--- config.mk ---
export PLATFORM = sky130hd
export DESIGN_NAME = axil_ctrl_regs
export DESIGN_NICKNAME = d
export VERILOG_FILES = /design/src/logic/axil_pkg.sv /design/src/logic/axil_ctrl_regs.sv
export SDC_FILE = /design/constraint.sdc
export NUM_CORES = 1
export LEC_CHECK = 0
export ABC_CLOCK_PERIOD_IN_PS = 4300
export BUFFER_PORTS_ARGS = -buffer_cell sky130_fd_sc_hd__buf_2
export CORE_ASPECT_RATIO = 1.2
export CORE_MARGIN = 3
export CORE_UTILIZATION = 35
export DETAILED_ROUTE_END_ITERATION = 12
export PLACE_DENSITY = 0.61
export SKIP_CTS_REPAIR_TIMING = 1
export SLEW_MARGIN = 20
export SYNTH_ARGS = -nofsm -noshare
export SYNTH_HDL_FRONTEND = slang
export SYNTH_SLANG_ARGS = --single-unit
--- constraint.sdc ---
create_clock -name aclk -period 4.3 [get_ports aclk]
set_clock_uncertainty 0.05 [all_clocks]
set_input_delay 0.215 -clock aclk [delete_from_list [all_inputs] [get_ports aclk]]
set_output_delay 0.215 -clock aclk [all_outputs]
set_load 0.01 [all_outputs]
--- src/logic/axil_pkg.sv ---
/* Bus types, response codes and address map of the AXI-Lite memory subsystem.
   The two windows must not overlap, and each span must be a multiple of 4 bytes */
package axil_pkg;

    typedef logic [31:0] addr_t;    // Byte address
    typedef logic [31:0] data_t;
    typedef logic [3:0]  strb_t;    // One strobe per data byte
    typedef logic [1:0]  resp_t;

    localparam resp_t resp_okay   = 2'b00;
    localparam resp_t resp_slverr = 2'b10;
    localparam resp_t resp_decerr = 2'b11;

    // Memory window, the depth behind it may be smaller and then wraps
    localparam addr_t mem_base  = 32'h0000_0000;
    localparam addr_t mem_span  = 32'h0001_0000;

    localparam addr_t regs_base = 32'h1000_0000;
    localparam addr_t regs_span = 32'h0000_0010;    // Four 32-bit registers

endpackage

--- src/logic/axil_ctrl_regs.sv ---
/* Control registers on AXI-Lite, decoded on address bits [3:2] only.
   Offset 0xC is reserved and answers SLVERR */
`timescale 1ns/1ns
module axil_ctrl_regs (
    input  logic            aclk,
    input  logic            aresetn,

    input  axil_pkg::addr_t s_axil_awaddr,
    input  logic [2:0]      s_axil_awprot,
    input  logic            s_axil_awvalid,
    output logic            s_axil_awready,

    input  axil_pkg::data_t s_axil_wdata,
    input  axil_pkg::strb_t s_axil_wstrb,
    input  logic            s_axil_wvalid,
    output logic            s_axil_wready,

    output axil_pkg::resp_t s_axil_bresp,
    output logic            s_axil_bvalid,
    input  logic            s_axil_bready,

    input  axil_pkg::addr_t s_axil_araddr,
    input  logic [2:0]      s_axil_arprot,
    input  logic            s_axil_arvalid,
    output logic            s_axil_arready,

    output axil_pkg::data_t s_axil_rdata,
    output axil_pkg::resp_t s_axil_rresp,
    output logic            s_axil_rvalid,
    input  logic            s_axil_rready,

    output logic [7:0]      led
);
    import axil_pkg::*;

    data_t      scratch;
    logic [7:0] led_reg;
    data_t      cycle_cnt;  // Free running, writes to it are dropped
    logic       live;
    logic       wr_fire;
    logic       rd_fire;

    assign wr_fire = live && !s_axil_bvalid && s_axil_awvalid && s_axil_wvalid;
    assign s_axil_awready = wr_fire;
    assign s_axil_wready  = wr_fire;
    assign s_axil_arready = live && !s_axil_rvalid;
    assign rd_fire = s_axil_arvalid && s_axil_arready;
    assign led     = led_reg;

    always_ff @(posedge aclk) begin
        if (!aresetn) begin
            live      <= 1'b0;
            scratch   <= '0;
            led_reg   <= '0;
            cycle_cnt <= '0;
        end else begin
            live      <= 1'b1;
            cycle_cnt <= cycle_cnt + 1'b1;
            if (wr_fire && s_axil_awaddr[3:2] == 2'd0) begin
                for (int i = 0; i < 4; i++) begin
                    if (s_axil_wstrb[i]) begin
                        scratch[8*i +: 8] <= s_axil_wdata[8*i +: 8];
                    end
                end
            end
            if (wr_fire && s_axil_awaddr[3:2] == 2'd1 && s_axil_wstrb[0]) begin
                led_reg <= s_axil_wdata[7:0];
            end
        end
    end

    always_ff @(posedge aclk) begin
        if (!aresetn) begin
            s_axil_bvalid <= 1'b0;
            s_axil_rvalid <= 1'b0;
        end else begin
            if (wr_fire) begin
                s_axil_bvalid <= 1'b1;
            end else if (s_axil_bready) begin
                s_axil_bvalid <= 1'b0;
            end
            if (rd_fire) begin
                s_axil_rvalid <= 1'b1;
            end else if (s_axil_rready) begin
                s_axil_rvalid <= 1'b0;
            end
        end
    end

    always_ff @(posedge aclk) begin
        if (wr_fire) begin
            s_axil_bresp <= (s_axil_awaddr[3:2] == 2'd3) ? resp_slverr : resp_okay;
        end
        if (rd_fire) begin
            s_axil_rresp <= (s_axil_araddr[3:2] == 2'd3) ? resp_slverr : resp_okay;
            case (s_axil_araddr[3:2])
                2'd0:    s_axil_rdata <= scratch;
                2'd1:    s_axil_rdata <= {24'd0, led_reg};
                2'd2:    s_axil_rdata <= cycle_cnt;
                default: s_axil_rdata <= '0;
            endcase
        end
    end

    a_bvalid_hold: assert property (@(posedge aclk) disable iff (!aresetn)
        s_axil_bvalid && !s_axil_bready |=> s_axil_bvalid);

endmodule

==> reports/qor.txt, run 1 <==
wire per inst - 15.0 µm
final layout net count - 626
antenna viol nets, final - 0
PD cells - 363 mW/mm²
Mapped Area - 0.00457 mm²
Switching Fraction - 0.230
setup TNS - 0 ps
Worst-path clk slew - 70 ps
htree depth - 3
n_diodes - 0
CTS tree - yes
Synth Area in Adders - 0.00274
origin of the worst min-delay path - aresetn
setup ws final - 1940 ps
max-cap viol count - 0
fin util - 0.425
Pint - 1.51 mW
crit path DAT - 2570 ps
Least-Margin Pin Slew - 1090 ps
pre-CTS WS - 1960 ps
Layout Area Growth over Synthesis - 18.3%
hold_ws - 21.6 ps
I/O pins - 162
part of the power in the clock network - 0.394
max-slew violation count - 0
Critical Path End Type - flip-flop
syn_area_per_cell - 10.5 µm²
Initial DRT Pass Iterations - 4
crit share post-route - 0.548
share of layout cells above drive strength 1 - 0.224
WP data required - 4510 ps
Die Y - 131 µm
minimum clock period - 2360 ps
Fillers - 1287
simple-gate share of the synthesized area - 0.171
top achievable clock speed - 424 MHz
DR vias/cell - 5.02
Clock Path Buffers - 2
Net Switching - 0.452 mW
Die Width - 110 µm
Synth Area in Compound Gates - 0.0589
largest net degree at the start of global routing - 42
combinational fraction of design power - 0.054
area of the multi-input gates - 0.00190 mm²
worst-skew pair later-pin latency - 340 ps
crit path from - cycle_cnt[8]
RePlAce Congestion - 0.785
Final Hold Fails - 0
core region area - 0.0127 mm²
Netlist cell types - 37
GR Overflow Total - 0
initial core utilization - 0.359
sequential fraction of the synthesis area - 0.552
initial antenna violation count - 0
FF+latch count, synth - 109
Sink Count - 109
number of remaining DRC errors - 0
Regs by FF count - cycle_cnt: 32 flops, s_axil_rdata: 32 flops, scratch: 32 flops
max_slew headroom - 0.271
XOR/XNOR Fraction of Synth Area - 0.0211
initial DRC count - 131
leak pwr - 2.30 nW
first-pass GRT wire length - 16700 µm
Final Setup Violations - 0
post-synthesis mux area share - 0.160
outcome - complete, no violations
Reg2Reg Setup Slack - 1940 ps
Detail Placement HPWL - 7000 µm
worst min-delay path category - input port to flip-flop
Worst setup SP type - flip-flop
CTS buffer count - 9
vias in the first global route - 3363
yosys warns - 0
part of the power in registers - 0.552
Syn Inst Count - 434
DR vias - 3419
Max VDD drop - 0.168 mV
IO Port Bufs - 93
Critical R2R Launch - cycle_cnt[8]
die area - 0.0145 mm²
RSZ-0062 raised after global routing - no
num rows - 45
Reg area - 0.00252 mm²
total track usage - 0.145
Clock Tree Root - clkbuf_16
largest family of logic cells by synthesized area - simple AND/OR/NAND/NOR gates
crit path max fanout - 21
critical path class - flip-flop to flip-flop
routed wire length - 10200 µm
-- synth_stat cells --
cell,count,share of area
o31ai_1,14,0.023
nand2_1,19,0.016
and2_1,5,0.0068
conb_1,1,0.00082
and3_1,2,0.0027
o21ai_0,11,0.012
nand3_1,11,0.012
dfxtp_1,75,0.33
nand3_4,1,0.0038
nor3_1,1,0.0011
nand4_1,6,0.0082
o41ai_1,1,0.0019
buf_2,1,0.0011
xor2_1,6,0.011
mux2i_1,73,0.16
buf_4,3,0.0049
nand2b_1,1,0.0014
nand4_2,1,0.0027
edfxtp_1,34,0.22
inv_2,1,0.00082
or4b_2,1,0.0022
a21oi_1,20,0.022
clkbuf_1,22,0.018
and4b_1,2,0.0044
inv_1,7,0.0057
buf_1,1,0.00082
or3_1,4,0.0055
nor3b_1,1,0.0016
or4_1,14,0.023
and4_2,1,0.0022
nor2b_1,2,0.0027
buf_6,1,0.0025
xnor2_1,5,0.0096
nor2_1,80,0.066
ha_1,1,0.0027
nor4_1,1,0.0014
and4_1,4,0.0077
-- through the flow --
step,instance area [µm²],instances,power (mW)
global route,5410,681,2.04
finish,5410,681,1.96
CTS,5410,681,1.99
global placement,5130,665,1.22
detailed placement,5130,665,1.22
floorplan,4570,435,1.17
-- power by group through the flow --
stage	clock [mW]	combinational, mW	sequential [mW]
after floorplan	0	0.0511	1.11
after global placement	0	0.107	1.11
after detailed placement	0	0.108	1.11
after CTS	0.800	0.108	1.08
after global routing	0.834	0.117	1.09
final	0.774	0.106	1.08
-- area by class of cell --
class	instances	area share
flip-flops and latches	109	0.467
multi-input cells	290	0.351
clock inverters	7	0.00949
repair buffers	94	0.0875
well taps	164	0.0380
clock buffers	9	0.0417
inverters	8	0.00556
-- metal layers --
metal / global-route usage / vias up / share of wire
met4: 0.0411 / 0 / 0.011
met3: 0.0260 / 9 / 0.042
met5: 0 / - / 0
met1: 0.187 / 1649 / 0.44
met2: 0.246 / 70 / 0.51
li1: - / 1691 / -
-- logic make-up after synthesis --
logic type	after synthesis
and+or+nand+nor	157
DFF	109
muxes	73
AOI/OAI and AO/OA	46
buffers and inverters	36
xor gates and xnor gates	11
adders and majority gates	1
other	1
-- worst max-delay path: stages, from the launching register on --
cell	delay, ps
dfxtp_1	430
and4_1	290
nand4_1	620
or4_1	720
a21oi_1	150
-- cells in the final DEF, fill, tap and decap left out, drive strengths merged, types with 4 or more instances in the layout --
cell / n
xnor2: 5
buf: 94
or3: 4
clkinv: 4
nand4: 7
inv: 9
nand3: 12
clkbuf: 9
mux2i: 73
and4: 5
a21oi: 20
nor2: 80
edfxtp: 34
xor2: 6
dfxtp: 75
or4: 14
nand2: 19
and2: 5
o31ai: 14
o21ai: 11
-- path summary, 6_finish.rpt --
path / endpoint / depth (start not counted)
worst max-delay path: cycle_cnt[25] / 4
worst min-delay path: live / 1
worst max register to register: cycle_cnt[25] / 4
worst min register to register: cycle_cnt[31] / 2
(Power assumes the default switching activity.)
==> run 2, diff against run 1 <==
- ABC_AREA: not set -> 1
- ABC_CLOCK_PERIOD_IN_PS: 4300 -> 2200
- PLACE_DENSITY: 0.61 -> 0.6
- clock period: 4.3 -> 2.2 ns (I/O delays scaled with it)
==> run 2 against run 1 <==
The run now ends with hold timing left. Final cell count is 36% higher. Routed wire length is 14% higher. Clock power is 110% higher. First-iteration DRC count is 41% higher. Global-route usage is 0.45 points higher. Utilization is 3.1 points higher. Worst setup slack worse by 1200 ps. Sequential cell count stayed put.
==> reports/qor.txt, run 2 <==
outcome - finished with violations
failing checks - hold timing
I/O pins - 162 (unchanged)
GR Overflow Total - 0 (unchanged)
hold depth - 4 (+3)
PD cells - 654 mW/mm² (+80%)
final layout net count - 864 (+38%)
Synth Area in Adders - 0.00254 (-0.000201)
largest family of logic cells by synthesized area - simple AND/OR/NAND/NOR gates
initial antenna violation count - 1 (+1)
Clock Path Buffers - 2 (unchanged)
num rows - 46 (+2.2%)
FF+latch count, synth - 109 (unchanged)
RSZ-0062 raised after global routing - no
Area after DPL - 0.00552 mm² (+7.7%)
IO Port Bufs - 93 (unchanged)
top cells by area, synth - dfxtp_1 (30%), edfxtp_1 (21%), nand2_1 (11%)
Hold Path End - s_axil_bvalid
share of layout cells above drive strength 1 - 0.192 (-0.0323)
Yosys top cell by area - dfxtp_1
Sink Count - 109 (unchanged)
Detail Placement HPWL - 8510 µm (+22%)
Final Setup Violations - 0 (unchanged)
die area - 0.0156 mm² (+7.5%)
origin of the worst min-delay path - s_axil_bready
antenna viol nets, final - 0 (unchanged)
Syn Inst Count - 627 (+44%)
total track usage - 0.150 (+0.00447)
pre-CTS WS - 413 ps (-1540 ps)
WP data required - 2390 ps (-2120 ps)
n_diodes - 0 (unchanged)
CTS tree - yes
simple-gate share of the synthesized area - 0.320 (+0.149)
htree depth - 3 (unchanged)
fin util - 0.456 (+0.0315)
Total Power - 4.04 mW (+110%)
initial core utilization - 0.365 (+0.00556)
crit path max fanout - 8 (-62%)
XOR/XNOR Fraction of Synth Area - 0.00355 (-0.0175)
max-cap viol count - 0 (unchanged)
top achievable clock speed - 672 MHz
largest net degree at the start of global routing - 34 (-19%)
core region area - 0.0135 mm² (+6.3%)
Clock Tree Root - clkbuf_16
Initial DRT Pass Iterations - 4 (unchanged)
hold_ws - -1.28 ps (-22.9 ps)
Least-Margin Pin Slew - 643 ps (-450 ps)
routed wire length - 11700 µm (+14%)
Die Width - 114 µm (+3.7%)
crit share post-route - 0.677
max_slew headroom - 0.571 (+0.300)
setup ws final - 711 ps (-1230 ps)
syn_area_per_cell - 7.87 µm² (-25%)
Final Hold Fails - 1 (+1)
setup TNS - 0 ps (unchanged)
Finished Layout Cells - 923 (+36%)
number of remaining DRC errors - 0 (unchanged)
top cell type's share of synthesized area - 0.304 (-0.0242)
Regs by FF count - cycle_cnt: 32 flops, s_axil_rdata: 32 flops, scratch: 32 flops
leak pwr - 2.73 nW (+19%)
Worst-path clk slew - 70 ps (about the same)
Netlist cell types - 30 (-19%)
Reg2Reg Setup Slack - 720 ps (-1220 ps)
Primary FF master, synth - dfxtp_1
ys async rst share - 0 (unchanged)
cells on worst reg2reg path - 8 (+4)
wire per inst - 12.7 µm (-16%)
Layout Area Growth over Synthesis - 25.1%
yosys warns - 0 (unchanged)
Max VDD drop - 0.443 mV (+160%)
Worst setup SP type - input port
CTS buffer count - 9 (unchanged)
Die Y - 136 µm (+3.7%)
Reg area - 0.00252 mm² (unchanged)
Post-Place Cells - 872 (+31%)
worst-skew pair later-pin latency - 350 ps (about the same)
Worst R2R End - cycle_cnt[30]
most instantiated cells after synthesis - nand2_1 (139), nor2_1 (139), dfxtp_1 (75), inv_1 (70), nand3_1 (35)
Critical Path End Type - flip-flop
minimum clock period - 1490 ps
DR vias - 4235 (+24%)
Fillers - 1359 (+5.6%)
max-slew violation count - 0 (unchanged)
vias in the first global route - 3940 (+17%)
sequential fraction of the synthesis area - 0.511 (-0.0406)
initial DRC count - 185 (+41%)
RePlAce Congestion - 0.936 (+19%)
Mapped Area - 0.00493 mm² (+7.9%)
most frequent cells in the layout - nor2_1 (139), nand2_1 (139), buf_2 (93)
Critical R2R Launch - cycle_cnt[1]
post-synthesis mux area share - 0 (-0.160)
Post-synth EDFFs - 34 (unchanged)
worst min-delay path category - input port to flip-flop
first-pass GRT wire length - 18500 µm (+11%)
area of the multi-input gates - 0.00202 mm² (+6.3%)
critical path class - input port to flip-flop
cell area after layout - 0.00617 mm² (+14%)
Synth Area in Compound Gates - 0.0814 (+0.0226)
DR vias/cell - 4.59 (-8.6%)
crit path DAT - 1680 ps (-890 ps)
-- run 2: kinds of logic (layout without fill, tap and decap cells) --
logic type                 count (synthesis)  count (layout)
DFF                                      109             109
buffers and inverters                     93             220
and+or+nand+nor                          349             349
xor gates and xnor gates                   2               2
adders and majority gates                  1               1
other                                      1               2
AOI/OAI and AO/OA                         72              72
-- run 2: layout make-up --
type | count | area share
timing repair buffer | 133 | 0.138
tap | 168 | 0.0341
multi-input combinational | 426 | 0.327
sequential | 109 | 0.409
clock buffer | 9 | 0.0365
inverter | 71 | 0.0436
clock inverter | 7 | 0.0118
-- run 2: worst max-delay path by stage --
stage	from	cells after the start	endpoint
after global placement	s_axil_araddr[2]	4	s_axil_rdata[8]
final	aresetn	5	s_axil_rvalid
after floorplan	s_axil_rvalid	3	s_axil_rdata[0]
after global routing	cycle_cnt[0]	7	cycle_cnt[12]
after CTS	cycle_cnt[1]	8	cycle_cnt[30]
after detailed placement	s_axil_araddr[2]	4	s_axil_rdata[8]
-- run 2: routing by layer --
layer	vias to the layer above	routed length [µm]	GRT usage	share of wire
met2	93	5740	0.257	0.49
met5	-	7	0	0.00060
li1	2227	-	-	-
met1	1893	5130	0.179	0.44
met4	2	214	0.0574	0.018
met3	20	616	0.0387	0.053
-- run 2: power breakdown --
| group | switching, mW | leakage (nW) | total [mW] | internal [mW] |
|---|---|---|---|---|
| clock network | 0.748 | 0.144 | 1.64 | 0.887 |
| registers | 0.0156 | 0.933 | 2.12 | 2.11 |
| logic | 0.158 | 1.66 | 0.279 | 0.121 |
| total | 0.922 | 2.73 | 4.04 | 3.12 |
-- run 2: worst max-delay path: stages --
cell and delay [ps]:
dlygate4sd3_1 530, buf_2 160, inv_1 230, a21oi_1 70, dlygate4sd3_1 570
==> run 3, diff against run 2 <==
- ABC_CLOCK_PERIOD_IN_PS: 2200 -> 1300
- PLACE_DENSITY: 0.6 -> 0.62
- clock period: 2.2 -> 1.3 ns (I/O delays scaled with it)
==> run 3 against run 2 <==
The run ends with hold timing, setup timing left. Critical path depth grew 2. Clock-buffer cell count grew 3. Die area is the same. Final cell count grew 3.9%. First-iteration DRC count shrank 1.6%. Worst setup slack lost 770 ps. Via count grew 5.4%.
==> reports/qor.txt, run 3 (synthesis results as in run 2) <==
top achievable clock speed - 735 MHz
Initial DRT Pass Iterations - 4 (unchanged)
Post-Place Cells - 897 (+2.9%)
fin util - 0.494 (+0.0380)
PD cells - 1030 mW/mm² (+57%)
cell area after layout - 0.00669 mm² (+8.3%)
Die Width - 114 µm (unchanged)
Least-Margin Pin Slew - 532 ps (-111 ps)
initial DRC count - 182 (-1.6%)
Critical Path End Type - flip-flop
Finished Layout Cells - 959 (+3.9%)
first-pass GRT wire length - 19600 µm (+5.7%)
Net Switching - 1.57 mW (+70%)
Pint - 5.31 mW (+71%)
most frequent cells in the layout - nand2_1 (132), nor2_1 (129), buf_2 (91)
DR vias - 4465 (+5.4%)
final layout net count - 900 (+4.2%)
Worst-path clk slew - 70 ps (about the same)
htree depth - 3 (unchanged)
die area - 0.0156 mm² (unchanged)
vias in the first global route - 4121 (+4.6%)
Clock Tree Root - clkbuf_16
worst min-delay path category - input port to flip-flop
num rows - 46 (unchanged)
initial antenna violation count - 0 (-1)
setup TNS - -371 ps (-371 ps)
Final Setup Violations - 13 (+13)
Switching Fraction - 0.228 (-0.000679)
CTS tree - yes
Final Hold Fails - 1 (unchanged)
IO Port Bufs - 93 (unchanged)
crit path DAT - 1550 ps (-130 ps)
leak pwr - 2.93 nW (+7.0%)
hold_ws - -22.0 ps (-20.7 ps)
Max VDD drop - 0.733 mV (+66%)
minimum clock period - 1360 ps
max-slew violation count - 0 (unchanged)
share of layout cells above drive strength 1 - 0.290 (+0.0975)
largest net degree at the start of global routing - 67 (+97%)
failing checks - hold timing, setup timing
most common cell after layout, fill and taps aside - nand2_1
core region area - 0.0135 mm² (unchanged)
I/O pins - 162 (unchanged)
CTS buffer count - 9 (unchanged)
wire per inst - 13.8 µm (+9.0%)
RePlAce Congestion - 0.875 (-6.5%)
setup ws final - -60.7 ps (-772 ps)
part of the power in registers - 0.523 (-0.003)
Regs by FF count - cycle_cnt: 32 flops, s_axil_rdata: 32 flops, scratch: 32 flops
Worst setup SP type - flip-flop
max-cap viol count - 0 (unchanged)
routed wire length - 13300 µm (+13%)
Sink Count - 109 (unchanged)
critical path class - flip-flop to flip-flop
total track usage - 0.158 (+0.00769)
antenna viol nets, final - 0 (unchanged)
Clock Path Buffers - 2 (unchanged)
RSZ-0062 raised after global routing - yes
Die Y - 136 µm (unchanged)
DR vias/cell - 4.66 (+1.5%)
outcome - finished with violations
part of the power in the clock network - 0.397 (-0.008)
pre-CTS WS - -106 ps (-519 ps)
crit path max fanout - 5 (-3)
initial core utilization - 0.365 (unchanged)
max_slew headroom - 0.644 (+0.0738)
number of remaining DRC errors - 0 (unchanged)
worst-skew pair later-pin latency - 350 ps (about the same)
Detail Placement HPWL - 8870 µm (+4.2%)
GR Overflow Total - 0 (unchanged)
Area after DPL - 0.00579 mm² (+4.8%)
crit share post-route - 1.05
WP data required - 1480 ps (-910 ps)
combinational fraction of design power - 0.081 (+0.012)
Layout Area Growth over Synthesis - 35.5%
n_diodes - 0 (unchanged)
## run 3: worst paths after layout
kind	slack [ps]	start	end	cells past startpoint
worst max-delay path	-60	cycle_cnt[1]	cycle_cnt[12]	7
worst min register to register	400	cycle_cnt[0]	cycle_cnt[0]	1
worst max register to register	-60	cycle_cnt[1]	cycle_cnt[12]	7
worst min-delay path	-20	s_axil_awaddr[3]	s_axil_bresp[1]	3
## run 3: worst max-delay path: stages, from the launching register on
cell     delay (ps)
dfxtp_4         370
ha_4            150
nand2_4          60
nor2_4          140
nand2_4         120
nor2_4          120
xor2_1          170
nor2_1           60
## run 3: layer usage
metal	GRT usage	vias to the layer above	part of all wire
li1	-	2302	-
met1	0.185	2051	0.42
met2	0.269	92	0.52
met3	0.0370	20	0.040
met4	0.0752	0	0.026
met5	0	-	0
## run 3: cell type report
class / count / area [µm²]
clock buffer: 12 / 236
clock inverter: 4 / 50.0
fill: 1298 / 6840
inverter: 71 / 283
multi-input combinational: 430 / 2190
sequential: 109 / 2560
tap: 168 / 210
timing repair buffer: 165 / 1160
## run 3: metrics by stage
step | hold slack (ps) | power, mW
final | -22.0 | 6.88
after global routing | 2.08 | 7.13
after CTS | -188 | 6.82
after detailed placement | 186 | 4.11
after global placement | 186 | 4.10
after floorplan | 42.7 | 3.90
## run 3: power groups by stage
| stage | registers [mW] | clock network, mW | logic (mW) |
|---|---|---|---|
| floorplan | 3.70 | 0 | 0.201 |
| global placement | 3.67 | 0 | 0.428 |
| detailed placement | 3.67 | 0 | 0.440 |
| CTS | 3.60 | 2.78 | 0.442 |
| global route | 3.60 | 2.92 | 0.610 |
| finish | 3.60 | 2.73 | 0.556 |
