### config.mk
export PLATFORM = sky130hd
export DESIGN_NAME = axil_splitter
export DESIGN_NICKNAME = d
export VERILOG_FILES = /design/src/logic/axil_pkg.sv /design/src/logic/axil_splitter.sv
export SDC_FILE = /design/constraint.sdc
export NUM_CORES = 1
export LEC_CHECK = 0
export BUFFER_PORTS_ARGS = -buffer_cell sky130_fd_sc_hd__buf_2
export CAP_MARGIN = 40
export CORE_AREA = 2 2 178 180
export DETAILED_ROUTE_END_ITERATION = 10
export DIE_AREA = 0 0 180 182
export PLACE_DENSITY = 0.3
export SETUP_SLACK_MARGIN = 0.2
export SLEW_MARGIN = 10
export SYNTH_ARGS = -nofsm -noshare
export SYNTH_HDL_FRONTEND = slang
export SYNTH_SLANG_ARGS = --single-unit
### constraint.sdc
create_clock -name aclk -period 3.25 [get_ports aclk]
set_input_delay 0.325 -clock aclk [delete_from_list [all_inputs] [get_ports aclk]]
set_output_delay 0.325 -clock aclk [all_outputs]
set_load 0.005 [all_outputs]
### src/logic/axil_pkg.sv
/* Bus types, response codes and address map of the AXI-Lite memory subsystem.
   The two windows must not overlap, and each span must be a multiple of 4 bytes */
package axil_pkg;

    typedef logic [31:0] addr_t;    // Byte address
    typedef logic [31:0] data_t;
    typedef logic [3:0]  strb_t;    // One strobe per data byte
    typedef logic [1:0]  resp_t;

    localparam resp_t resp_okay   = 2'b00;
    localparam resp_t resp_slverr = 2'b10;
    localparam resp_t resp_decerr = 2'b11;

    // Memory window, the depth behind it may be smaller and then wraps
    localparam addr_t mem_base  = 32'h0000_0000;
    localparam addr_t mem_span  = 32'h0001_0000;

    localparam addr_t regs_base = 32'h1000_0000;
    localparam addr_t regs_span = 32'h0000_0010;    // Four 32-bit registers

endpackage

### src/logic/axil_splitter.sv
/* One master to two AXI-Lite slaves, one transaction per direction at a time.
   Unmapped addresses are answered here with DECERR, and read data is then zero */
`timescale 1ns/1ns
module axil_splitter (
    input  logic            aclk,
    input  logic            aresetn,

    input  axil_pkg::addr_t s_axil_awaddr,
    input  logic [2:0]      s_axil_awprot,
    input  logic            s_axil_awvalid,
    output logic            s_axil_awready,
    input  axil_pkg::data_t s_axil_wdata,
    input  axil_pkg::strb_t s_axil_wstrb,
    input  logic            s_axil_wvalid,
    output logic            s_axil_wready,
    output axil_pkg::resp_t s_axil_bresp,
    output logic            s_axil_bvalid,
    input  logic            s_axil_bready,
    input  axil_pkg::addr_t s_axil_araddr,
    input  logic [2:0]      s_axil_arprot,
    input  logic            s_axil_arvalid,
    output logic            s_axil_arready,
    output axil_pkg::data_t s_axil_rdata,
    output axil_pkg::resp_t s_axil_rresp,
    output logic            s_axil_rvalid,
    input  logic            s_axil_rready,

    output axil_pkg::addr_t m_mem_awaddr,
    output logic [2:0]      m_mem_awprot,
    output logic            m_mem_awvalid,
    input  logic            m_mem_awready,
    output axil_pkg::data_t m_mem_wdata,
    output axil_pkg::strb_t m_mem_wstrb,
    output logic            m_mem_wvalid,
    input  logic            m_mem_wready,
    input  axil_pkg::resp_t m_mem_bresp,
    input  logic            m_mem_bvalid,
    output logic            m_mem_bready,
    output axil_pkg::addr_t m_mem_araddr,
    output logic [2:0]      m_mem_arprot,
    output logic            m_mem_arvalid,
    input  logic            m_mem_arready,
    input  axil_pkg::data_t m_mem_rdata,
    input  axil_pkg::resp_t m_mem_rresp,
    input  logic            m_mem_rvalid,
    output logic            m_mem_rready,

    output axil_pkg::addr_t m_reg_awaddr,
    output logic [2:0]      m_reg_awprot,
    output logic            m_reg_awvalid,
    input  logic            m_reg_awready,
    output axil_pkg::data_t m_reg_wdata,
    output axil_pkg::strb_t m_reg_wstrb,
    output logic            m_reg_wvalid,
    input  logic            m_reg_wready,
    input  axil_pkg::resp_t m_reg_bresp,
    input  logic            m_reg_bvalid,
    output logic            m_reg_bready,
    output axil_pkg::addr_t m_reg_araddr,
    output logic [2:0]      m_reg_arprot,
    output logic            m_reg_arvalid,
    input  logic            m_reg_arready,
    input  axil_pkg::data_t m_reg_rdata,
    input  axil_pkg::resp_t m_reg_rresp,
    input  logic            m_reg_rvalid,
    output logic            m_reg_rready
);
    import axil_pkg::*;

    typedef enum logic [1:0] {sel_idle, sel_mem, sel_regs, sel_err} sel_t;

    sel_t wr_sel;   // Owner of the pending write response
    sel_t rd_sel;
    sel_t aw_dec;
    sel_t ar_dec;
    logic wr_fire;
    logic rd_fire;

    // Unsigned wrap makes addresses below a base fall outside its window
    function automatic sel_t decode(input addr_t addr);
        if ((addr - mem_base) < mem_span) begin
            return sel_mem;
        end
        if ((addr - regs_base) < regs_span) begin
            return sel_regs;
        end
        return sel_err;
    endfunction

    assign aw_dec = decode(s_axil_awaddr);
    assign ar_dec = decode(s_axil_araddr);

    assign m_mem_awaddr = s_axil_awaddr - mem_base;
    assign m_reg_awaddr = s_axil_awaddr - regs_base;
    assign m_mem_araddr = s_axil_araddr - mem_base;
    assign m_reg_araddr = s_axil_araddr - regs_base;
    assign m_mem_awprot = s_axil_awprot;
    assign m_reg_awprot = s_axil_awprot;
    assign m_mem_arprot = s_axil_arprot;
    assign m_reg_arprot = s_axil_arprot;
    assign m_mem_wdata  = s_axil_wdata;
    assign m_reg_wdata  = s_axil_wdata;
    assign m_mem_wstrb  = s_axil_wstrb;
    assign m_reg_wstrb  = s_axil_wstrb;

    // The w channel follows the decode of the address it travels with
    assign m_mem_awvalid = wr_sel == sel_idle && aw_dec == sel_mem && s_axil_awvalid;
    assign m_reg_awvalid = wr_sel == sel_idle && aw_dec == sel_regs && s_axil_awvalid;
    assign m_mem_wvalid  = wr_sel == sel_idle && aw_dec == sel_mem && s_axil_wvalid;
    assign m_reg_wvalid  = wr_sel == sel_idle && aw_dec == sel_regs && s_axil_wvalid;

    assign s_axil_awready = wr_sel != sel_idle ? 1'b0 :
                            aw_dec == sel_mem  ? m_mem_awready :
                            aw_dec == sel_regs ? m_reg_awready :
                            s_axil_awvalid && s_axil_wvalid;
    assign s_axil_wready  = wr_sel != sel_idle ? 1'b0 :
                            aw_dec == sel_mem  ? m_mem_wready :
                            aw_dec == sel_regs ? m_reg_wready :
                            s_axil_awvalid && s_axil_wvalid;
    assign wr_fire = s_axil_awvalid && s_axil_awready;

    assign s_axil_bvalid = wr_sel == sel_mem  ? m_mem_bvalid :
                           wr_sel == sel_regs ? m_reg_bvalid : wr_sel == sel_err;
    assign s_axil_bresp  = wr_sel == sel_mem  ? m_mem_bresp :
                           wr_sel == sel_regs ? m_reg_bresp : resp_decerr;
    assign m_mem_bready  = wr_sel == sel_mem && s_axil_bready;
    assign m_reg_bready  = wr_sel == sel_regs && s_axil_bready;

    assign m_mem_arvalid = rd_sel == sel_idle && ar_dec == sel_mem && s_axil_arvalid;
    assign m_reg_arvalid = rd_sel == sel_idle && ar_dec == sel_regs && s_axil_arvalid;

    assign s_axil_arready = rd_sel != sel_idle ? 1'b0 :
                            ar_dec == sel_mem  ? m_mem_arready :
                            ar_dec == sel_regs ? m_reg_arready : 1'b1;
    assign rd_fire = s_axil_arvalid && s_axil_arready;

    assign s_axil_rvalid = rd_sel == sel_mem  ? m_mem_rvalid :
                           rd_sel == sel_regs ? m_reg_rvalid : rd_sel == sel_err;
    assign s_axil_rresp  = rd_sel == sel_mem  ? m_mem_rresp :
                           rd_sel == sel_regs ? m_reg_rresp : resp_decerr;
    assign s_axil_rdata  = rd_sel == sel_mem  ? m_mem_rdata :
                           rd_sel == sel_regs ? m_reg_rdata : '0;
    assign m_mem_rready  = rd_sel == sel_mem && s_axil_rready;
    assign m_reg_rready  = rd_sel == sel_regs && s_axil_rready;

    always_ff @(posedge aclk) begin
        if (!aresetn) begin
            wr_sel <= sel_idle;
            rd_sel <= sel_idle;
        end else begin
            if (wr_fire) begin
                wr_sel <= aw_dec;
            end else if (s_axil_bvalid && s_axil_bready) begin
                wr_sel <= sel_idle;
            end
            if (rd_fire) begin
                rd_sel <= ar_dec;
            end else if (s_axil_rvalid && s_axil_rready) begin
                rd_sel <= sel_idle;
            end
        end
    end

    a_one_aw: assert property (@(posedge aclk) disable iff (!aresetn)
        !(m_mem_awvalid && m_reg_awvalid));

    a_one_ar: assert property (@(posedge aclk) disable iff (!aresetn)
        !(m_mem_arvalid && m_reg_arvalid));

endmodule

==> load_flow_metrics.sql, run 1 <==
INSERT INTO impl_metrics (metric_group, metric, value, unit) VALUES
('run_status', 'status', 'completed', ''),
('sta', 'slew-limit-headroom', '0.721', ''),
('routing', 'wl_per_cell', '13.7', 'µm'),
('worst_setup_path', 'timing.setup.critical_path_class', 'in2out', ''),
('logic_synthesis', 'postSynthRegisterBits', '4', ''),
('logic_synthesis', 'post_synth_num_cell_types', '39', ''),
('routing', 'detailedRoute.firstIterationViolations', '54', ''),
('logic_synthesis', 'synth_enable_flop_cells', '0', ''),
('sta', 'max_clock_freq', '0.408', 'GHz'),
('logic_synthesis', 'yosysTopAreaCellShare', '0.581', ''),
('die', 'ioPinCount', '458', ''),
('power_and_ir_drop', 'power_frac_comb', '0.646', ''),
('logic_synthesis', 'synth_area', '0.00264', 'mm²'),
('die', 'die_w', '180', 'µm'),
('power_and_ir_drop', 'p_seq_frac', '0.090', ''),
('sta', 'tmin_final', '2.45', 'ns'),
('logic_synthesis', 'synth_warnings', '0', ''),
('routing', 'postRouteWirelength', '11.7', 'mm'),
('logic_synthesis', 'synthArstFlopShare', '0', ''),
('die', 'chipHeight', '182', 'µm'),
('power_and_ir_drop', 'power_report.internal_total', '0.462', 'mW'),
('global_routing', 'number_of_global_route_vias_before_repair', '2465', ''),
('sta', 'finalSetupViolations', '0', ''),
('placed_design', 'dp.final_hpwl', '10.9', 'mm'),
('flow_run', 'timing.max_cap.violations', '0', ''),
('sta', 'final_hold_viol_count', '0', ''),
('logic_synthesis', 'postSynthCellCount', '354', ''),
('routing', 'drc_violations_left', '0', ''),
('placed_design', 'port_buffers', '307', ''),
('sta', 'drv_slew', '0', ''),
('placed_design', 'dp_cells', '853', ''),
('finish', 'final_cell_area', '0.00321', 'mm²'),
('global_routing', 'grt.overflow.total', '0', ''),
('sta', 'rsz0062_at_grt', 'false', ''),
('worst_setup_path', 'worst_setup_path_end_kind', 'output pin', ''),
('worst_setup_path', 'worstPathRequired', '2.92', 'ns'),
('sta', 'setup_ws', '0.800', 'ns'),
('finish', 'share_of_cells_above_drive_strength_1', '0.711', ''),
('global_routing', 'antenna_violations_before_repair', '1', ''),
('placed_design', 'place.gp.congestion', '0.749', ''),
('placed_design', 'preCtsSetupSlack', '0.776', 'ns'),
('routing', 'ant_nets', '0', ''),
('clock_tree', 'post_cts_hold_buffer_count', '0', ''),
('sta', 'finalClockSkew', '0.0000284', 'ns'),
('worst_setup_path', 'worst_setup_path_start_kind', 'input port', ''),
('power_and_ir_drop', 'leakagePower', '1.74', 'nW'),
('logic_synthesis', 'netlist_top_cells_count', 'sky130_fd_sc_hd__buf_4, sky130_fd_sc_hd__a22o_1, sky130_fd_sc_hd__nor2_1', ''),
('clock_tree', 'clock_tree.buffer_depth', '2', ''),
('clock_tree', 'clkSinkCount', '4', ''),
('power_and_ir_drop', 'p_clk_frac', '0.263', ''),
('logic_synthesis', 'synthesis.area_per_instance', '7.45', 'µm²'),
('power_and_ir_drop', 'report.power.total', '0.750', 'mW'),
('routing', 'drt_pre_antenna_iters', '4', ''),
('clock_tree', 'cts-htree-levels', '1', ''),
('clock_tree', 'clock_tree.root_cell', 'sky130_fd_sc_hd__clkbuf_16', ''),
('clock_tree', 'clkSlewWorstSetupHoldPaths', '0.03', 'ns'),
('sta', 'setup_total_negative_slack', '0', 'ns'),
('placed_design', 'dpl-instance-area', '0.00313', 'mm²'),
('logic_synthesis', 'synth.yosys.seq_area_share', '0.0304', ''),
('power_and_ir_drop', 'swShare', '0.384', ''),
('die', 'std_cell_rows', '65', ''),
('clock_tree', 'worst_skew_late_latency', '0.23', 'ns'),
('logic_synthesis', 'synthMostInstantiatedCell', 'sky130_fd_sc_hd__buf_4', ''),
('global_routing', 'grt_pass1_wl', '15.8', 'mm'),
('clock_tree', 'cts.repair_timing.setup_buffer_count', '0', ''),
('sta', 'period_share', '0.754', ''),
('logic_synthesis', 'synth_fp_nets', '555', ''),
('power_and_ir_drop', 'power_per_cell_area', '233', 'mW/mm²'),
('power_and_ir_drop', 'ir_drop', '0.0712', 'mV'),
('routing', 'viasPerCell', '2.96', ''),
('finish', 'finalNonFillerCells', '857', '');
## worst paths after layout
path / depth (start not counted) / to / from / slack [ns]
min: 3 / wr_sel[1]$_SDFFE_PN0P_ / s_axil_awvalid / 0.43
max: 7 / s_axil_wready / s_axil_awaddr[26] / 0.80
max reg2reg: 3 / wr_sel[0]$_SDFFE_PN0P_ / wr_sel[0]$_SDFFE_PN0P_ / 1.98
min reg2reg: 2 / rd_sel[1]$_SDFFE_PN0P_ / rd_sel[1]$_SDFFE_PN0P_ / 0.58
## power groups by stage
stage	combinational, mW	clock, mW	sequential, mW
floorplan	0.376	0	0.0627
global placement	0.500	0	0.0692
detailed placement	0.494	0	0.0690
CTS	0.496	0.207	0.0684
global route	0.534	0.206	0.0710
finish	0.485	0.197	0.0678
## state kept, by name, indices dropped and copies added, names as in the netlist
register / flops
wr_sel: 2
rd_sel: 2
## logic make-up after synthesis
group | count (synthesis) | share of synthesized area
compound gates | 49 | 0.156
xor+xnor | 4 | 0.0161
fa+ha+maj | 6 | 0.0285
buf+inv | 221 | 0.605
flops | 4 | 0.0304
mux | 2 | 0.00759
simple gates | 68 | 0.156
## worst max-delay path, stage by stage
cell,delay [ns]
sky130_fd_sc_hd__buf_2,0.11
sky130_fd_sc_hd__nor4_2,0.38
sky130_fd_sc_hd__nand3_2,0.21
sky130_fd_sc_hd__a21oi_2,0.37
sky130_fd_sc_hd__a22oi_1,0.15
sky130_fd_sc_hd__a21boi_0,0.39
sky130_fd_sc_hd__buf_2,0.19
## cells in the final DEF, fill, tap and decap left out, types with 2 or more instances in the layout
cell,n
sky130_fd_sc_hd__and2_1,3
sky130_fd_sc_hd__nor2b_2,2
sky130_fd_sc_hd__buf_4,2
sky130_fd_sc_hd__ha_1,6
sky130_fd_sc_hd__nor4_2,2
sky130_fd_sc_hd__clkbuf_16,3
sky130_fd_sc_hd__and3_1,8
sky130_fd_sc_hd__buf_2,307
sky130_fd_sc_hd__nand4_1,2
sky130_fd_sc_hd__a22oi_1,2
sky130_fd_sc_hd__a21boi_0,2
sky130_fd_sc_hd__or4_1,2
sky130_fd_sc_hd__o32ai_1,2
sky130_fd_sc_hd__nand3_1,3
sky130_fd_sc_hd__nor2_1,16
sky130_fd_sc_hd__nor3_1,3
sky130_fd_sc_hd__a22o_1,32
sky130_fd_sc_hd__inv_1,9
sky130_fd_sc_hd__o22a_1,4
sky130_fd_sc_hd__nor4_1,6
sky130_fd_sc_hd__nand2_1,11
sky130_fd_sc_hd__a21oi_1,2
sky130_fd_sc_hd__mux2i_1,2
sky130_fd_sc_hd__nor4_4,2
sky130_fd_sc_hd__dfxtp_1,4
sky130_fd_sc_hd__xor2_1,2
sky130_fd_sc_hd__nand2b_1,2
## per-stage QoR
| stage | util | hold slack, ns |
|---|---|---|
| floorplan | - | 0.500 |
| global placement | 0.101 | 0.602 |
| detailed placement | 0.101 | 0.587 |
| CTS | 0.104 | 0.419 |
| global route | 0.104 | 0.434 |
| finish | 0.104 | 0.426 |
## area by class of cell
type | count | area, µm²
timing repair buffer | 309 | 1550
multi-input combinational | 129 | 966
tap | 402 | 503
inverter | 9 | 33.8
clock buffer | 3 | 75.1
antenna | 1 | 2.50
fill | 3664 | 27800
sequential | 4 | 80.1
## per-layer routing
layer  share of wire  vias up  GRT usage
li1                -     1195          -
met1            0.37     1095     0.0723
met2            0.48      222      0.110
met3            0.12       28     0.0289
met4           0.033        0     0.0257
met5               0        -          0
No activity file was read; power rests on OpenSTA's default activity.
==> run 2, diff against run 1 <==
Clock period 3.25 ns to 2 ns, I/O delays scaled along.
==> run 2 against run 1 <==
  * Register-to-register slack worse by 1.3 ns
  * Routed wire length up 1.9%
  * Die area unchanged
  * Final cell count up 1.6%
  * Non-clock buffer count up 14
  * Cell area up 11%
  * Core utilization up 1.2 points
  * Clock skew about the same
  * Via count up 2.4%
  * First-iteration DRC count down 24%
  * Critical endpoint is now s_axil_arready
  * Largest cell class unchanged
==> load_flow_metrics.sql, run 2 (synthesized netlist as in run 1, its figures left out) <==
INSERT INTO impl_metrics (metric_group, metric, value, unit) VALUES
('finish', 'reg_top3', 'rd_sel (2), wr_sel (2)', ''),
('routing', 'postRouteWirelength', '12.0', 'mm'),
('worst_setup_path', 'worst_setup_path_end_kind', 'output pin', ''),
('sta', 'final_hold_viol_count', '0', ''),
('die', 'chipHeight', '182', 'µm'),
('clock_tree', 'clkSinkCount', '4', ''),
('sta', 'setup_ws', '0.178', 'ns'),
('finish', 'layout-area-overhead-vs-synth', '35.4', '%'),
('global_routing', 'number_of_global_route_vias_before_repair', '2451', ''),
('worst_setup_path', 'r2r_end', 'wr_sel[0]$_SDFFE_PN0P_', ''),
('sta', 'slew-limit-headroom', '0.696', ''),
('die', 'std_cell_rows', '65', ''),
('worst_setup_path', 'regToRegStartpoint', 'wr_sel[0]$_SDFFE_PN0P_', ''),
('global_routing', 'grt.overflow.total', '0', ''),
('global_routing', 'grt_start_max_net_pins', '34', ''),
('die', 'die_w', '180', 'µm'),
('clock_tree', 'clock_tree.buffer_depth', '2', ''),
('worst_setup_path', 'worst_setup_path_start_kind', 'input port', ''),
('worst_hold_path', 'min_delay_worst_endpoint', 'wr_sel[1]$_SDFFE_PN0P_', ''),
('power_and_ir_drop', 'leakagePower', '1.85', 'nW'),
('clock_tree', 'tritoncts.num_buffers', '3', ''),
('worst_setup_path', 'critical_path.max_fanout', '3', ''),
('placed_design', 'port_buffers', '307', ''),
('power_and_ir_drop', 'ir_drop', '0.150', 'mV'),
('worst_hold_path', 'min_path_cells', '3', ''),
('global_routing', 'grt_util_all_layers', '0.0658', ''),
('worst_setup_path', 'arrival_time_at_the_worst_endpoint', '1.62', 'ns'),
('worst_hold_path', 'hold_removal_path_class', 'in2reg', ''),
('sta', 'least_margin_pin_slew', '0.455', 'ns'),
('worst_setup_path', 'worstRegToRegCells', '3', ''),
('clock_tree', 'worst_skew_late_latency', '0.23', 'ns'),
('clock_tree', 'clkSlewWorstSetupHoldPaths', '0.03', 'ns'),
('sta', 'holdWs', '0.321', 'ns'),
('routing', 'detailedRoute.firstIterationViolations', '41', ''),
('sta', 'period_share', '0.911', ''),
('routing', 'viasPerCell', '2.99', ''),
('finish', 'share_of_cells_above_drive_strength_1', '0.754', ''),
('global_routing', 'grt_pass1_wl', '16.1', 'mm'),
('placed_design', 'dp.final_hpwl', '11.0', 'mm'),
('worst_setup_path', 'critical_path.most_common_cell', 'sky130_fd_sc_hd__buf_2', ''),
('clock_tree', 'clock_tree.root_cell', 'sky130_fd_sc_hd__clkbuf_16', ''),
('worst_setup_path', 'path_delay_family', 'simple AND/OR/NAND/NOR gates', ''),
('clock_tree', 'cts_tree', 'yes', ''),
('finish', 'mostFrequentLayoutCell', 'sky130_fd_sc_hd__buf_2', ''),
('sta', 'max_clock_freq', '0.549', 'GHz'),
('worst_setup_path', 'timing.setup.critical_path_class', 'in2out', ''),
('routing', 'ant_nets', '0', ''),
('die', 'core_area', '0.0310', 'mm²'),
('finish', 'postLayoutCoreUtil', '0.115', ''),
('power_and_ir_drop', 'report.power.total', '1.30', 'mW'),
('clock_tree', 'post_cts_hold_buffer_count', '0', ''),
('worst_setup_path', 'cp.buffers_inverters', '2', ''),
('die', 'start_util', '0.0851', ''),
('sta', 'drv_slew', '0', ''),
('worst_hold_path', 'holdCritStartpoint', 's_axil_awvalid', ''),
('sta', 'setup_total_negative_slack', '0', 'ns'),
('worst_setup_path', 'worstPathRequired', '1.80', 'ns'),
('routing', 'wl_per_cell', '13.7', 'µm'),
('die', 'fp.dieArea', '0.0328', 'mm²'),
('routing', 'total_via_count_after_detailed_routing', '2602', ''),
('worst_setup_path', 'r2r_slack', '0.70', 'ns'),
('worst_setup_path', 'critical_path.cell_chain', 'buf_2 > or4_4 > nor3_2 > and4b_1 > and3b_1 > buf_2', ''),
('finish', 'nNetsFinal', '671', ''),
('die', 'ioPinCount', '458', ''),
('worst_setup_path', 'timing.critical_path.slowest_stage_cell', 'sky130_fd_sc_hd__or4_4', ''),
('placed_design', 'preCtsSetupSlack', '-0.0760', 'ns'),
('clock_tree', 'cts-htree-levels', '1', ''),
('sta', 'finalClockSkew', '0.0000348', 'ns'),
('sta', 'finalSetupViolations', '0', ''),
('sta', 'tmin_final', '1.82', 'ns'),
('sta', 'rsz0062_at_grt', 'true', ''),
('flow_run', 'timing.max_cap.violations', '0', ''),
('routing', 'drc_violations_left', '0', ''),
('run_status', 'status', 'completed', ''),
('worst_setup_path', 'slowest_delay', '0.57', 'ns'),
('placed_design', 'place.gp.congestion', '0.744', ''),
('finish', 'layout.cells.most_common_list', 'sky130_fd_sc_hd__buf_2, sky130_fd_sc_hd__a22o_1, sky130_fd_sc_hd__nor2_1, sky130_fd_sc_hd__nand2_1, sky130_fd_sc_hd__buf_4', ''),
('routing', 'drt_pre_antenna_iters', '4', ''),
('power_and_ir_drop', 'power_per_cell_area', '364', 'mW/mm²'),
('global_routing', 'antenna_violations_before_repair', '1', '');
-- run 2: cell count changes in the layout (fill, tap and decap cells not counted), moves of 3 or more --
cell	before	now
sky130_fd_sc_hd__nor4_4	2	5
sky130_fd_sc_hd__buf_6	0	10
sky130_fd_sc_hd__buf_2	307	298
sky130_fd_sc_hd__buf_4	2	11
sky130_fd_sc_hd__nor4_1	6	2
-- run 2: worst max path at each step --
stage	from	to	cells past startpoint
after floorplan	s_axil_awaddr[28]	s_axil_wready	7
after global placement	s_axil_awaddr[26]	s_axil_wready	7
after detailed placement	s_axil_awaddr[24]	s_axil_wready	8
after CTS	s_axil_araddr[13]	s_axil_arready	7
after global routing	s_axil_awaddr[30]	s_axil_wready	7
final	s_axil_araddr[15]	s_axil_arready	6
-- run 2: timing repair --
action | 4_1_cts | 5_1_grt
setup buffers | 1 | 3
setup endpoints to repair | 8 | 10
pin swaps | 12 | 4
gates resized for setup | 34 | 15
-- run 2: through the flow --
step	std cells	cell area [µm²]
floorplan	354	2640
global placement	863	3230
detailed placement	863	3230
CTS	867	3480
global route	871	3570
finish	871	3570
-- run 2: metal layers --
layer / global-route usage / up-vias / wire, µm
met1: 0.0717 / 1137 / 4420
met4: 0.0215 / 0 / 307
li1: - / 1225 / -
met5: 0 / - / 0
met3: 0.0281 / 22 / 1360
met2: 0.115 / 218 / 5870
-- run 2: power by group --
group	switching [mW]	internal (mW)	total, mW
combinational	0.409	0.459	0.868
sequential	0.0183	0.0907	0.109
clock	0.0663	0.256	0.323
-- run 2: layout make-up --
cell class | count | area, µm²
repair buffers | 323 | 1760
well taps | 402 | 503
flip-flops and latches | 4 | 81.3
fillers | 3628 | 27400
clock buffers | 3 | 75.1
diodes | 1 | 2.50
multi-input cells | 129 | 1110
inverters | 9 | 41.3
-- run 2: worst reg2reg max path: stages (launching register included) --
cell                      delay [ns]
sky130_fd_sc_hd__dfxtp_1        0.37
sky130_fd_sc_hd__nor2_1         0.40
sky130_fd_sc_hd__nand3_1        0.17
sky130_fd_sc_hd__o32ai_1        0.27
==> run 3, diff against run 2 <==
Clock period 2 ns to 1.5 ns, I/O delays scaled along.
==> run 3 against run 2 <==
  * Register-to-register slack worse by 0.35 ns
  * Sequential share of layout area down 0.27 points
  * The run now ends with negative setup slack left
  * Non-clock buffer count is 61 higher
  * Critical path depth is 1 higher
  * Global-route usage up 0.94 points
  * Cell area up 26%
  * Setup slack got worse by 0.36 ns
  * Combinational power increased by 96%
==> load_flow_metrics.sql, run 3 (synthesized netlist as in run 1, its figures left out) <==
INSERT INTO impl_metrics (metric_group, metric, value, unit) VALUES
('run_status', 'status', 'finished, violations left', ''),
('run_status', 'violations', 'negative setup slack', ''),
('global_routing', 'antenna_violations_before_repair', '0', ''),
('die', 'std_cell_rows', '65', ''),
('worst_setup_path', 'worst_setup_path_start_kind', 'input port', ''),
('finish', 'share_of_cells_above_drive_strength_1', '0.837', ''),
('flow_run', 'timing.max_cap.violations', '0', ''),
('sta', 'least_margin_pin_slew', '0.316', 'ns'),
('routing', 'detailedRoute.firstIterationViolations', '50', ''),
('clock_tree', 'cts_tree', 'yes', ''),
('worst_setup_path', 'arrival_time_at_the_worst_endpoint', '1.53', 'ns'),
('global_routing', 'grt_util_all_layers', '0.0752', ''),
('finish', 'reg_top3', 'rd_sel (2), wr_sel (2)', ''),
('finish', 'nNetsFinal', '732', ''),
('clock_tree', 'clock_tree.buffer_depth', '2', ''),
('finish', 'layout.cells.most_common_list', 'sky130_fd_sc_hd__buf_2, sky130_fd_sc_hd__buf_4, sky130_fd_sc_hd__buf_6, sky130_fd_sc_hd__a22o_1, sky130_fd_sc_hd__nor2_1', ''),
('die', 'die_w', '180', 'µm'),
('global_routing', 'grt_start_max_net_pins', '18', ''),
('sta', 'slew-limit-headroom', '0.788', ''),
('routing', 'total_via_count_after_detailed_routing', '2895', ''),
('sta', 'period_share', '1.12', ''),
('routing', 'postRouteWirelength', '13.4', 'mm'),
('sta', 'rsz0062_at_grt', 'true', ''),
('routing', 'viasPerCell', '3.11', ''),
('routing', 'wl_per_cell', '14.4', 'µm'),
('power_and_ir_drop', 'leakagePower', '2.28', 'nW'),
('global_routing', 'number_of_global_route_vias_before_repair', '2870', ''),
('sta', 'setup_total_negative_slack', '-1.32', 'ns'),
('sta', 'final_hold_viol_count', '0', ''),
('clock_tree', 'clkSlewWorstSetupHoldPaths', '0.03', 'ns'),
('worst_setup_path', 'critical_path.max_fanout', '4', ''),
('finish', 'layout-area-overhead-vs-synth', '70.2', '%'),
('die', 'ioPinCount', '458', ''),
('worst_setup_path', 'worstPathRequired', '1.35', 'ns'),
('clock_tree', 'clkSinkCount', '4', ''),
('global_routing', 'grt.overflow.total', '0', ''),
('finish', 'multi_input_comb_area', '0.00124', 'mm²'),
('worst_hold_path', 'hold_removal_path_class', 'in2reg', ''),
('sta', 'drv_slew', '0', ''),
('sta', 'finalClockSkew', '0.000171', 'ns'),
('sta', 'finalSetupViolations', '33', ''),
('finish', 'seq_area', '90.1', 'µm²'),
('routing', 'ant_nets', '0', ''),
('routing', 'drc_violations_left', '0', ''),
('die', 'core_area', '0.0310', 'mm²'),
('die', 'chipHeight', '182', 'µm'),
('power_and_ir_drop', 'power_per_cell_area', '508', 'mW/mm²'),
('finish', 'antenna-diode-count', '0', ''),
('die', 'fp.dieArea', '0.0328', 'mm²'),
('routing', 'drt_pre_antenna_iters', '4', ''),
('clock_tree', 'clock_tree.root_cell', 'sky130_fd_sc_hd__clkbuf_16', ''),
('clock_tree', 'worst_skew_late_latency', '0.23', 'ns'),
('placed_design', 'port_buffers', '307', ''),
('finish', 'mostFrequentLayoutCell', 'sky130_fd_sc_hd__buf_2', ''),
('global_routing', 'grt_pass1_wl', '18.3', 'mm'),
('worst_setup_path', 'worst_setup_path_end_kind', 'output pin', ''),
('placed_design', 'place.gp.congestion', '0.698', ''),
('placed_design', 'dp.final_hpwl', '10.9', 'mm'),
('finish', 'nFillCells', '3577', ''),
('worst_setup_path', 'timing.setup.critical_path_class', 'in2out', ''),
('placed_design', 'preCtsSetupSlack', '-0.332', 'ns'),
('sta', 'setup_ws', '-0.179', 'ns'),
('power_and_ir_drop', 'ir_drop', '0.236', 'mV'),
('clock_tree', 'cts-htree-levels', '1', ''),
('sta', 'tmin_final', '1.68', 'ns'),
('die', 'start_util', '0.0851', ''),
('clock_tree', 'tritoncts.num_buffers', '3', ''),
('sta', 'max_clock_freq', '0.596', 'GHz');
[run 3: cell count changes in the layout (fill, tap and decap cells not counted), moves of 4 or more]
| cell | delta |
|---|---|
| sky130_fd_sc_hd__buf_4 | +44 |
| sky130_fd_sc_hd__buf_6 | +26 |
| sky130_fd_sc_hd__buf_2 | -19 |
| sky130_fd_sc_hd__buf_16 | +5 |
| sky130_fd_sc_hd__nor2_1 | -5 |
| sky130_fd_sc_hd__nor2_2 | +5 |
| sky130_fd_sc_hd__nor4_4 | +4 |
[run 3: worst paths after layout]
| check | startpoint | to | slack [ns] | cells after the start |
|---|---|---|---|---|
| max | s_axil_awaddr[15] | s_axil_wready | -0.18 | 7 |
| min | m_mem_arready | rd_sel[0]$_SDFFE_PN0P_ | 0.28 | 3 |
| max reg2reg | rd_sel[1]$_SDFFE_PN0P_ | rd_sel[1]$_SDFFE_PN0P_ | 0.35 | 6 |
| min reg2reg | wr_sel[0]$_SDFFE_PN0P_ | wr_sel[0]$_SDFFE_PN0P_ | 0.54 | 2 |
[run 3: report_power, final]
| group | internal, mW | switching [mW] | total, mW |
|---|---|---|---|
| Clock | 0.342 | 0.0921 | 0.434 |
| Combinational | 0.984 | 0.716 | 1.70 |
| Sequential | 0.124 | 0.0236 | 0.148 |
[run 3: critical path: stages]
cell and delay (ns):
sky130_fd_sc_hd__buf_8 0.10, sky130_fd_sc_hd__nor4_4 0.30, sky130_fd_sc_hd__nand4_1 0.18, sky130_fd_sc_hd__nor4_4 0.38, sky130_fd_sc_hd__a22oi_2 0.10, sky130_fd_sc_hd__a21boi_2 0.18
sky130_fd_sc_hd__buf_2 0.14
[run 3: what timing repair did]
action | in CTS | in global routing
gates resized for setup | 78 | 34
cloned | 5 | 1
endpoints found under the setup margin | 53 | 53
setup buffers | 11 | 7
hold buffers | 0 | 0
pin swaps | 23 | 12
[run 3: metrics by stage]
| stage | power [mW] | instances | util | hold slack (ns) | instance area [µm²] |
|---|---|---|---|---|---|
| after detailed placement | 1.39 | 904 | 0.117 | 0.300 | 3620 |
| after global routing | 2.44 | 931 | 0.145 | 0.296 | 4490 |
| after CTS | 2.24 | 923 | 0.138 | 0.281 | 4280 |
| after floorplan | 0.968 | 354 | - | 0.316 | 2720 |
| after global placement | 1.40 | 904 | 0.117 | 0.300 | 3620 |
| final | 2.28 | 931 | 0.145 | 0.280 | 4490 |
[run 3: final cells by class]
cell class | instances | area share
tap | 402 | 0.112
inverter | 9 | 0.0131
timing repair buffer | 384 | 0.562
sequential | 4 | 0.0201
multi-input combinational | 129 | 0.276
clock buffer | 3 | 0.0167
[run 3: metal layers]
layer	GRT usage	routed length, µm
met3	0.0303	1470
met2	0.124	6510
met4	0.0377	483
met1	0.0837	4940
met5	0	0
